<file path="src/dma_macros.svh">
`ifndef DMA_MACROS_SVH
`define DMA_MACROS_SVH

// Byte address width
`define DMA_ADDR_W 16

`define DMA_DATA_W 32

// Bursts carry 1 to 16 words
`define DMA_BLEN_W 5

// FIFO depth matches the largest burst
`define DMA_FIFO_AW 4

// Transfer length in words
`define DMA_XFER_W 12

`endif

</file>
<file path="src/dma_pkg.sv">
`default_nettype none

`include "dma_macros.svh"

package dma_pkg;

   // Transfer command
   typedef struct packed {
      logic [`DMA_ADDR_W-1:0] addr;
      logic [`DMA_XFER_W-1:0] count;
   } dma_cmd_t;

   // Burst read request, length in words
   typedef struct packed {
      logic [`DMA_ADDR_W-1:0] addr;
      logic [`DMA_BLEN_W-1:0] len;
   } mem_req_t;

   // One response beat
   typedef struct packed {
      logic [`DMA_DATA_W-1:0] data;
      logic                   last;
   } mem_rsp_t;

endpackage

`default_nettype wire

</file>
<file path="src/dma_burst_planner.sv">
`default_nettype none

`include "dma_macros.svh"

module dma_burst_planner
   import dma_pkg::*;
(
   input  wire                      clk_i,
   input  wire                      rst_n_i,
   input  wire dma_cmd_t            cmd_i,
   input  wire                      cmd_valid_i,
   output logic                     cmd_ready_o,
   input  wire  [`DMA_BLEN_W-1:0]   max_len_i,
   input  wire  [`DMA_FIFO_AW:0]    fifo_level_i,
   input  wire                      engine_busy_i,
   output mem_req_t                 burst_req_o,
   output logic                     burst_start_o,
   output logic                     busy_o
);

   localparam logic [`DMA_FIFO_AW:0] FIFO_DEPTH = 1 << `DMA_FIFO_AW;

   typedef enum logic {
      WAIT_START,
      WAIT_SPACE
   } state_t;

   state_t                  state_q;
   state_t                  state_d;
   logic [`DMA_XFER_W-1:0]  remain_q;
   logic [`DMA_XFER_W-1:0]  remain_d;
   logic [`DMA_ADDR_W-1:0]  addr_q;
   logic [`DMA_ADDR_W-1:0]  addr_d;
   logic [`DMA_FIFO_AW:0]   space;
   logic [`DMA_XFER_W-1:0]  space_ext;
   logic [`DMA_XFER_W-1:0]  max_ext;
   logic [`DMA_XFER_W-1:0]  len_ext;
   logic [`DMA_BLEN_W-1:0]  burst_len;

   // Free FIFO space once all earlier bursts have landed
   assign space     = FIFO_DEPTH - fifo_level_i;
   assign space_ext = {{(`DMA_XFER_W-`DMA_FIFO_AW-1){1'b0}}, space};
   assign max_ext   = {{(`DMA_XFER_W-`DMA_BLEN_W){1'b0}}, max_len_i};

   // Tail of the transfer or a full burst
   assign len_ext   = (remain_q < max_ext) ? remain_q : max_ext;
   assign burst_len = len_ext[`DMA_BLEN_W-1:0];

   assign burst_start_o = (state_q == WAIT_SPACE) && !engine_busy_i
                          && (remain_q != '0) && (space_ext >= len_ext);

   assign burst_req_o.addr = addr_q;
   assign burst_req_o.len  = burst_len;

   assign cmd_ready_o = (state_q == WAIT_START);
   assign busy_o      = (state_q == WAIT_SPACE);

   always_comb begin
      state_d  = state_q;
      remain_d = remain_q;
      addr_d   = addr_q;
      case (state_q)
         WAIT_START: begin
            if (cmd_valid_i) begin
               remain_d = cmd_i.count;
               addr_d   = cmd_i.addr;
               state_d  = WAIT_SPACE;
            end
         end
         default: begin
            if (burst_start_o) begin
               remain_d = remain_q - len_ext;
               addr_d   = addr_q + {{(`DMA_ADDR_W-`DMA_BLEN_W-2){1'b0}}, burst_len, 2'b00};
            end else if (!engine_busy_i && (remain_q == '0)) begin
               state_d = WAIT_START;
            end
         end
      endcase
   end

   always_ff @(posedge clk_i or negedge rst_n_i) begin
      if (!rst_n_i) begin
         state_q  <= WAIT_START;
         remain_q <= '0;
      end else begin
         state_q  <= state_d;
         remain_q <= remain_d;
      end
   end

   always_ff @(posedge clk_i) begin
      addr_q <= addr_d;
   end

   a_len_range: assert property (@(posedge clk_i) disable iff (!rst_n_i)
      burst_start_o |-> (burst_len != '0) && (burst_len <= max_len_i));

   // Words of the burst must fit in the FIFO as it stands
   a_len_space: assert property (@(posedge clk_i) disable iff (!rst_n_i)
      burst_start_o |-> (int'(fifo_level_i) + int'(burst_len) <= int'(FIFO_DEPTH)));

endmodule

`default_nettype wire

</file>
<file path="src/dma_stream_fifo.sv">
`default_nettype none

`include "dma_macros.svh"

module dma_stream_fifo #(
   parameter int DATA_W = `DMA_DATA_W,
   parameter int ADDR_W = `DMA_FIFO_AW
) (
   input  wire                 clk_i,
   input  wire                 rst_n_i,
   input  wire                 wr_en_i,
   input  wire  [DATA_W-1:0]   wr_data_i,
   output logic                full_o,
   output logic [ADDR_W:0]     level_o,
   output logic [DATA_W-1:0]   out_data_o,
   output logic                out_valid_o,
   input  wire                 out_ready_i
);

   localparam logic [ADDR_W:0] DEPTH = 1 << ADDR_W;

   logic [DATA_W-1:0] mem [DEPTH];
   logic [ADDR_W-1:0] wr_ptr_q;
   logic [ADDR_W-1:0] rd_ptr_q;
   logic [ADDR_W:0]   level_q;
   logic              rd_en;

   assign out_valid_o = (level_q != '0);
   assign out_data_o  = mem[rd_ptr_q];
   assign full_o      = (level_q == DEPTH);
   assign level_o     = level_q;
   assign rd_en       = out_valid_o && out_ready_i;

   always_ff @(posedge clk_i or negedge rst_n_i) begin
      if (!rst_n_i) begin
         wr_ptr_q <= '0;
         rd_ptr_q <= '0;
         level_q  <= '0;
      end else begin
         if (wr_en_i) begin
            wr_ptr_q <= wr_ptr_q + 1'b1;
         end
         if (rd_en) begin
            rd_ptr_q <= rd_ptr_q + 1'b1;
         end
         // Pointers wrap on their own, level tracks the difference
         case ({wr_en_i, rd_en})
            2'b10:   level_q <= level_q + 1'b1;
            2'b01:   level_q <= level_q - 1'b1;
            default: level_q <= level_q;
         endcase
      end
   end

   always_ff @(posedge clk_i) begin
      if (wr_en_i) begin
         mem[wr_ptr_q] <= wr_data_i;
      end
   end

   a_no_overflow: assert property (@(posedge clk_i) disable iff (!rst_n_i)
      wr_en_i |-> !full_o);

endmodule

`default_nettype wire

</file>
<file path="src/dma_read_channel.sv">
`default_nettype none

`include "dma_macros.svh"

module dma_read_channel
   import dma_pkg::*;
(
   input  wire                      clk_i,
   input  wire                      rst_n_i,
   input  wire dma_cmd_t            cmd_i,
   input  wire                      cmd_valid_i,
   output logic                     cmd_ready_o,
   input  wire  [`DMA_BLEN_W-1:0]   max_len_i,
   output logic                     busy_o,
   output mem_req_t                 req_o,
   output logic                     req_valid_o,
   input  wire                      req_ready_i,
   input  wire mem_rsp_t            rsp_i,
   input  wire                      rsp_valid_i,
   output logic                     rsp_ready_o,
   output logic [`DMA_DATA_W-1:0]   out_data_o,
   output logic                     out_valid_o,
   input  wire                      out_ready_i
);

   logic [`DMA_FIFO_AW:0]  fifo_level;
   mem_req_t               burst_req;
   mem_req_t               req_q;
   logic                   burst_start;
   logic                   eng_busy_q;
   logic                   req_pend_q;
   logic [`DMA_BLEN_W-1:0] beats_left_q;
   logic                   beat_wr;

   dma_burst_planner planner_inst (
      .clk_i         (clk_i),
      .rst_n_i       (rst_n_i),
      .cmd_i         (cmd_i),
      .cmd_valid_i   (cmd_valid_i),
      .cmd_ready_o   (cmd_ready_o),
      .max_len_i     (max_len_i),
      .fifo_level_i  (fifo_level),
      .engine_busy_i (eng_busy_q),
      .burst_req_o   (burst_req),
      .burst_start_o (burst_start),
      .busy_o        (busy_o)
   );

   // New burst goes straight to the bus, later cycles replay the latched copy
   assign req_valid_o = burst_start || req_pend_q;
   assign req_o       = req_pend_q ? req_q : burst_req;

   // Space was reserved before the burst started
   assign rsp_ready_o = 1'b1;
   assign beat_wr     = rsp_valid_i && rsp_ready_o;

   always_ff @(posedge clk_i or negedge rst_n_i) begin
      if (!rst_n_i) begin
         eng_busy_q   <= 1'b0;
         req_pend_q   <= 1'b0;
         beats_left_q <= '0;
      end else if (burst_start) begin
         eng_busy_q   <= 1'b1;
         req_pend_q   <= !req_ready_i;
         beats_left_q <= burst_req.len;
      end else begin
         if (req_pend_q && req_ready_i) begin
            req_pend_q <= 1'b0;
         end
         if (beat_wr) begin
            beats_left_q <= beats_left_q - 1'b1;
            if (rsp_i.last) begin
               eng_busy_q <= 1'b0;
            end
         end
      end
   end

   always_ff @(posedge clk_i) begin
      if (burst_start) begin
         req_q <= burst_req;
      end
   end

   dma_stream_fifo #(
      .DATA_W (`DMA_DATA_W),
      .ADDR_W (`DMA_FIFO_AW)
   ) fifo_inst (
      .clk_i       (clk_i),
      .rst_n_i     (rst_n_i),
      .wr_en_i     (beat_wr),
      .wr_data_i   (rsp_i.data),
      .full_o      (),
      .level_o     (fifo_level),
      .out_data_o  (out_data_o),
      .out_valid_o (out_valid_o),
      .out_ready_i (out_ready_i)
   );

   // Memory and arbiter must end the burst on the counted beat
   a_last_beat: assert property (@(posedge clk_i) disable iff (!rst_n_i)
      beat_wr |-> (rsp_i.last == (beats_left_q == `DMA_BLEN_W'(1))));

endmodule

`default_nettype wire

</file>
<file path="src/mem_bus_arbiter.sv">
`default_nettype none

`include "dma_macros.svh"

module mem_bus_arbiter
   import dma_pkg::*;
(
   input  wire             clk_i,
   input  wire             rst_n_i,
   input  wire mem_req_t   req_i [2],
   input  wire             req_valid_i [2],
   output logic            req_ready_o [2],
   output mem_rsp_t        rsp_o [2],
   output logic            rsp_valid_o [2],
   input  wire             rsp_ready_i [2],
   output mem_req_t        mem_req_o,
   output logic            mem_req_valid_o,
   input  wire             mem_req_ready_i,
   input  wire mem_rsp_t   mem_rsp_i,
   input  wire             mem_rsp_valid_i,
   output logic            mem_rsp_ready_o
);

   logic owner_valid_q;
   logic owner_q;
   logic last_q;
   logic hold_q;
   logic hold_sel_q;
   logic sel;
   logic req_fire;

   // A stalled request keeps its channel until the bus takes it
   always_comb begin
      if (hold_q) begin
         sel = hold_sel_q;
      end else if (req_valid_i[0] && req_valid_i[1]) begin
         sel = ~last_q;
      end else begin
         sel = req_valid_i[1];
      end
   end

   assign mem_req_o       = req_i[sel];
   assign mem_req_valid_o = !owner_valid_q && req_valid_i[sel];
   assign req_fire        = mem_req_valid_o && mem_req_ready_i;
   assign mem_rsp_ready_o = owner_valid_q && rsp_ready_i[owner_q];

   always_comb begin
      for (int i = 0; i < 2; i++) begin
         req_ready_o[i] = !owner_valid_q && (sel == i[0]) && mem_req_ready_i;
         rsp_o[i]       = mem_rsp_i;
         rsp_valid_o[i] = mem_rsp_valid_i && owner_valid_q && (owner_q == i[0]);
      end
   end

   always_ff @(posedge clk_i or negedge rst_n_i) begin
      if (!rst_n_i) begin
         owner_valid_q <= 1'b0;
         owner_q       <= 1'b0;
         last_q        <= 1'b1;
         hold_q        <= 1'b0;
         hold_sel_q    <= 1'b0;
      end else begin
         if (req_fire) begin
            owner_valid_q <= 1'b1;
            owner_q       <= sel;
            last_q        <= sel;
            hold_q        <= 1'b0;
         end else if (mem_req_valid_o) begin
            hold_q     <= 1'b1;
            hold_sel_q <= sel;
         end
         // Grant is released by the last beat of the burst
         if (mem_rsp_valid_i && mem_rsp_ready_o && mem_rsp_i.last) begin
            owner_valid_q <= 1'b0;
         end
      end
   end

   // The memory only returns beats for an accepted request
   a_rsp_owned: assert property (@(posedge clk_i) disable iff (!rst_n_i)
      mem_rsp_valid_i |-> owner_valid_q);

endmodule

`default_nettype wire

</file>
<file path="src/dma_read_top.sv">
`default_nettype none

`include "dma_macros.svh"

module dma_read_top
   import dma_pkg::*;
(
   input  wire                      clk_i,
   input  wire                      rst_n_i,
   input  wire dma_cmd_t            ch0_cmd_i,
   input  wire                      ch0_cmd_valid_i,
   output logic                     ch0_cmd_ready_o,
   output logic                     ch0_busy_o,
   output logic [`DMA_DATA_W-1:0]   ch0_out_o,
   output logic                     ch0_out_valid_o,
   input  wire                      ch0_out_ready_i,
   input  wire dma_cmd_t            ch1_cmd_i,
   input  wire                      ch1_cmd_valid_i,
   output logic                     ch1_cmd_ready_o,
   output logic                     ch1_busy_o,
   output logic [`DMA_DATA_W-1:0]   ch1_out_o,
   output logic                     ch1_out_valid_o,
   input  wire                      ch1_out_ready_i,
   input  wire  [`DMA_BLEN_W-1:0]   max_len_i,
   output mem_req_t                 mem_req_o,
   output logic                     mem_req_valid_o,
   input  wire                      mem_req_ready_i,
   input  wire mem_rsp_t            mem_rsp_i,
   input  wire                      mem_rsp_valid_i,
   output logic                     mem_rsp_ready_o
);

   mem_req_t ch_req [2];
   logic     ch_req_valid [2];
   logic     ch_req_ready [2];
   mem_rsp_t ch_rsp [2];
   logic     ch_rsp_valid [2];
   logic     ch_rsp_ready [2];

   dma_read_channel ch0_inst (
      .clk_i       (clk_i),
      .rst_n_i     (rst_n_i),
      .cmd_i       (ch0_cmd_i),
      .cmd_valid_i (ch0_cmd_valid_i),
      .cmd_ready_o (ch0_cmd_ready_o),
      .max_len_i   (max_len_i),
      .busy_o      (ch0_busy_o),
      .req_o       (ch_req[0]),
      .req_valid_o (ch_req_valid[0]),
      .req_ready_i (ch_req_ready[0]),
      .rsp_i       (ch_rsp[0]),
      .rsp_valid_i (ch_rsp_valid[0]),
      .rsp_ready_o (ch_rsp_ready[0]),
      .out_data_o  (ch0_out_o),
      .out_valid_o (ch0_out_valid_o),
      .out_ready_i (ch0_out_ready_i)
   );

   dma_read_channel ch1_inst (
      .clk_i       (clk_i),
      .rst_n_i     (rst_n_i),
      .cmd_i       (ch1_cmd_i),
      .cmd_valid_i (ch1_cmd_valid_i),
      .cmd_ready_o (ch1_cmd_ready_o),
      .max_len_i   (max_len_i),
      .busy_o      (ch1_busy_o),
      .req_o       (ch_req[1]),
      .req_valid_o (ch_req_valid[1]),
      .req_ready_i (ch_req_ready[1]),
      .rsp_i       (ch_rsp[1]),
      .rsp_valid_i (ch_rsp_valid[1]),
      .rsp_ready_o (ch_rsp_ready[1]),
      .out_data_o  (ch1_out_o),
      .out_valid_o (ch1_out_valid_o),
      .out_ready_i (ch1_out_ready_i)
   );

   mem_bus_arbiter arb_inst (
      .clk_i           (clk_i),
      .rst_n_i         (rst_n_i),
      .req_i           (ch_req),
      .req_valid_i     (ch_req_valid),
      .req_ready_o     (ch_req_ready),
      .rsp_o           (ch_rsp),
      .rsp_valid_o     (ch_rsp_valid),
      .rsp_ready_i     (ch_rsp_ready),
      .mem_req_o       (mem_req_o),
      .mem_req_valid_o (mem_req_valid_o),
      .mem_req_ready_i (mem_req_ready_i),
      .mem_rsp_i       (mem_rsp_i),
      .mem_rsp_valid_i (mem_rsp_valid_i),
      .mem_rsp_ready_o (mem_rsp_ready_o)
   );

endmodule

`default_nettype wire

</file>
<file path="config.mk">
export PLATFORM = sky130hd
export DESIGN_NAME = dma_read_top
export DESIGN_NICKNAME = d
export VERILOG_FILES = /design/src/dma_pkg.sv /design/src/dma_burst_planner.sv /design/src/dma_stream_fifo.sv /design/src/dma_read_channel.sv /design/src/mem_bus_arbiter.sv /design/src/dma_read_top.sv
export VERILOG_INCLUDE_DIRS = /design/src
export SDC_FILE = /design/constraint.sdc
export NUM_CORES = 1
export LEC_CHECK = 0
export BUFFER_PORTS_ARGS = -buffer_cell sky130_fd_sc_hd__buf_2
export CORE_AREA = 2 2 295 297
export CTS_CLUSTER_DIAMETER = 40
export DETAILED_ROUTE_END_ITERATION = 12
export DIE_AREA = 0 0 297 299
export PLACE_DENSITY = 0.79
export SYNTH_ARGS = -nofsm -noshare
export SYNTH_HDL_FRONTEND = slang
export SYNTH_SLANG_ARGS = --single-unit
</file>
<file path="constraint.sdc">
create_clock -name clk_i -period 4 [get_ports clk_i]
set_input_delay 0.2 -clock clk_i [delete_from_list [all_inputs] [get_ports clk_i]]
set_output_delay 0.2 -clock clk_i [all_outputs]
set_load 0.03 [all_outputs]
</file>
==> impl_summary.md <==
Run status
The flow ran to the end, but the final reports show violations. The final reports fail on setup timing.

Synthesis
The share of synthesized area in the top cell type comes to 0.706. Summed over all instances, the cell type with the most area after synthesis is edfxtp_1. By count the netlist is led by 1098 x edfxtp_1, 320 x mux4_2, 73 x mux2i_1. The fraction of registers with async set/reset is 0.0526. In this run, distinct cell masters in the synthesized netlist total 58.

After synthesis the cells add up to 46700 um2. After synthesis, the mean cell area works out to 20.8 um2. The number of nets in the synthesized netlist is 2404. The post-synthesis sequential area ratio is 0.739. By area the synthesized netlist is led by edfxtp_1 71%, mux4_2 15%, dfrtp_1 3.2%, mux2i_1 1.6%, ha_1 1.5%. Synthesis handed over a netlist of 2240 instances. The most used flip-flop cell after synthesis is edfxtp_1. The number of enable flip-flop cells after synthesis is 1098. During synthesis, Yosys emitted a total of 0 warnings. In the post-synthesis netlist, the cell with the most instances is edfxtp_1. After synthesis the netlist holds a flip-flop and latch count of 1159.

Die
The total die area is 88800 um2. The core outline area is 85900 um2. The cell row count is 108.

The initial utilization of the core area, before any placement, comes to 0.543. The die boundary height is 299 um. The top-level port count is 195. The die span in x is 297 um.

Timing
The number of failing hold endpoints at the final stage was 0. The remaining max-slew budget at the tightest pin is 0.193. The number of pins with negative max-slew slack in the final report is 0. For the pin with the worst max-slew slack, the measured transition is 1.21 ns.

For the finished layout, the period the worst path requires is 4.69 ns. Setup violations remaining at the end of the flow were counted as 23. Timing would allow up to 0.213 GHz.

The final worst-path setup slack is -0.694 ns. Setup repair after global routing could not meet its margin everywhere. The final worst clock skew is 0.0258 ns. In the finished design, the share of the clock period the worst path needs comes to 1.17. The aggregate negative setup slack is -14.18 ns.

Pwr
The power per unit of standard cell area is 757 nW/um2. The peak supply drop is 1.14 mV. The analysis attributes to cell leakage a power of 18.8 nW. The total power consumption of the routed design is 42.4 mW.

Route
The iteration count of the initial detailed-routing pass is 7. The via density per instance is 6.25. The detailed router's first-iteration violation count is 3175.

After detailed routing, the number of remaining DRC violations is 0. The count of nets left with antenna violations once routing finished came out at 0. After detailed routing, the average wire length per cell comes to 29.9 um. The routed design has 118000 um of wire. The total number of vias is 24600.

Clocking
The CTS tree is done. Clock latency on the worst-skew pair, taken at its later pin, is 0.72 ns. The clock passes through at most 3 buffers. Counting the buffers created by CTS gives 132. In this run the number of H-tree levels came out at 4.

Clock-pin slew was measured on the worst setup and hold paths at 0.06 ns. The clock sink total is 1159. The clock tree root driver cell is clkbuf_16.

Placement
The placed instances occupy a cell area of 50100 um2. Detailed placement finished with a half-perimeter wire length of 62900 um. The count of buffers added on input and output ports is 194. The pre-CTS worst setup slack is -0.324 ns. The congestion estimate from routability-driven global placement came to 0.873.

Critical path
STA classifies the critical path startpoint as a flip-flop. The depth of the most critical reg-to-reg path is 14. Of all nets on the critical path, the largest fanout is 8. The worst endpoint required time is 3.80 ns.

The endpoint identified for the worst register-to-register timing path is arb_inst.hold_sel_q. The type of the worst setup path is flip-flop to primary output. The minimum setup slack among reg-to-reg paths is -0.01 ns. The most critical setup path has its startpoint at ch1_inst.planner_inst.remain_q[7]. The element type at the critical path end is a primary output.

The worst setup path endpoint is mem_req_o[10]. The source of the worst register-to-register timing path is ch1_inst.planner_inst.remain_q[7]. The data arrival time of the critical path is 4.49 ns.

Global route
The initial antenna violation count is 7. Entering global routing, the biggest net connects 80 pins. The via count of the first global-routing pass is 26400. The aggregate global-route resource usage is 0.270. The first global-routing pass estimated 174000 um of wire. The remaining global-route overflow is 0.

Finish
The area growth from synthesis to layout is 20.0%. The number of fill cells in the layout is 5342. The final core area utilization is 0.652. The fraction of layout cells with a size suffix above 1 is 0.351. The total number of nets in the final design is 2846. The finished cells cover 56100 um2.

Hold path
The worst hold path belongs to the class input pin to flip-flop.

Job
The number of maximum-capacitance constraint violations is 0.
-- cell families after synthesis --
kind of cell	synth area share
AOI/OAI and AO/OA	0.0240
and+or+nand+nor	0.0230
DFF	0.739
muxes	0.172
xor gates and xnor gates	0.0105
buffers and inverters	0.0129
adders and majority gates	0.0185
-- per-layer routing --
| metal | vias to the layer above | GRT usage | share of wire |
|---|---|---|---|
| met5 | - | 0 | 0.00040 |
| met4 | 8 | 0.103 | 0.037 |
| met3 | 299 | 0.0625 | 0.093 |
| met2 | 1462 | 0.463 | 0.52 |
| met1 | 12700 | 0.337 | 0.35 |
| li1 | 10100 | - | - |
-- worst max-delay path, cell delays in order (launching register included) --
cell,delay (ns)
dfrtp_1,0.38
or4_4,0.54
or2_4,0.25
a311oi_4,0.27
mux2_4,0.36
ha_4,0.21
nand2b_4,0.14
a211oi_4,0.23
buf_4,0.16
a211oi_2,0.06
nor2_1,0.20
nor3_2,0.09
a21oi_4,0.16
buf_12,0.15
buf_16,0.17
mux2i_4,0.26
buf_6,0.16
-- timing repair --
item	4_1_cts	5_1_grt
pin swaps	9	21
buffers inserted	11	13
endpoints found under the hold margin	868	0
hold buffers	95	0
gates cloned	1	0
setup endpoints to repair	51	62
resized for setup	66	36
-- stage by stage --
stage	std cells	hold slack (ns)
final	3940	0.0445
after global routing	3939	0.0345
after CTS	3924	0.000245
after detailed placement	3584	0.297
after global placement	3584	0.285
after floorplan	2240	-0.0956
-- how the worst min path moves through the flow --
stage | depth (start not counted) | slack (ns) | endpoint | start
after floorplan | 0 | -0.1 | arb_inst.hold_q | rst_n_i
after global placement | 1 | 0.29 | ch1_inst.planner_inst.remain_q[6] | rst_n_i
after detailed placement | 1 | 0.30 | ch1_inst.planner_inst.remain_q[7] | rst_n_i
after CTS | 1 | 0.0002 | ch0_inst.fifo_inst.mem[9][26] | mem_rsp_i[27]
after global routing | 1 | 0.03 | ch0_inst.fifo_inst.mem[8][26] | mem_rsp_i[27]
final | 1 | 0.04 | ch0_inst.fifo_inst.mem[8][26] | mem_rsp_i[27]
-- power breakdown --
part	internal, mW	total, mW	switching, mW
registers	14.4	15.6	1.21
logic	6.78	14.7	7.92
clock network	7.13	12.1	5.01
total	28.3	42.4	14.1
-- sequential cells by signal, summed over array words and instances (netlist names), 4 cells and up --
name                            flops
ch1_inst.req_q                     21
ch0_inst.planner_inst.addr_q       16
ch1_inst.planner_inst.addr_q       16
ch1_inst.fifo_inst.rd_ptr_q         4
ch1_inst.planner_inst.remain_q     12
ch0_inst.fifo_inst.rd_ptr_q         4
ch1_inst.fifo_inst.level_o          5
ch0_inst.req_q                     21
ch0_inst.fifo_inst.mem            512
ch0_inst.fifo_inst.wr_ptr_q         4
ch0_inst.planner_inst.remain_q     12
ch0_inst.fifo_inst.level_o          5
ch1_inst.fifo_inst.wr_ptr_q         4
ch1_inst.fifo_inst.mem            512
-- layout by cell type (no fill, tap or decap), types with 21 or more instances in the layout --
cell           instances
edfxtp_1            1098
xnor2_1               41
nand2_1               67
inv_1                 48
buf_2                172
o21ai_0               30
mux4_2               320
ha_1                  50
buf_4                104
dlygate4sd3_1         95
a21oi_1               56
clkbuf_1              21
nor2_1                53
dfrtp_1               51
clkbuf_16            139
mux2i_1               52
-- cell type report --
| class | count | area [um2] | share of cell area |
|---|---|---|---|
| Clock buffer | 160 | 3560 | 0.0635 |
| Antenna cell | 4 | 10.0 | 0.000179 |
| Tap cell | 1155 | 1450 | 0.0258 |
| Clock inverter | 73 | 818 | 0.0146 |
| Multi-Input combinational cell | 923 | 12200 | 0.218 |
| Timing Repair Buffer | 412 | 3250 | 0.0580 |
| Inverter | 54 | 206 | 0.00368 |
| Sequential cell | 1159 | 34500 | 0.616 |
Power figures use the tool's default switching activity.
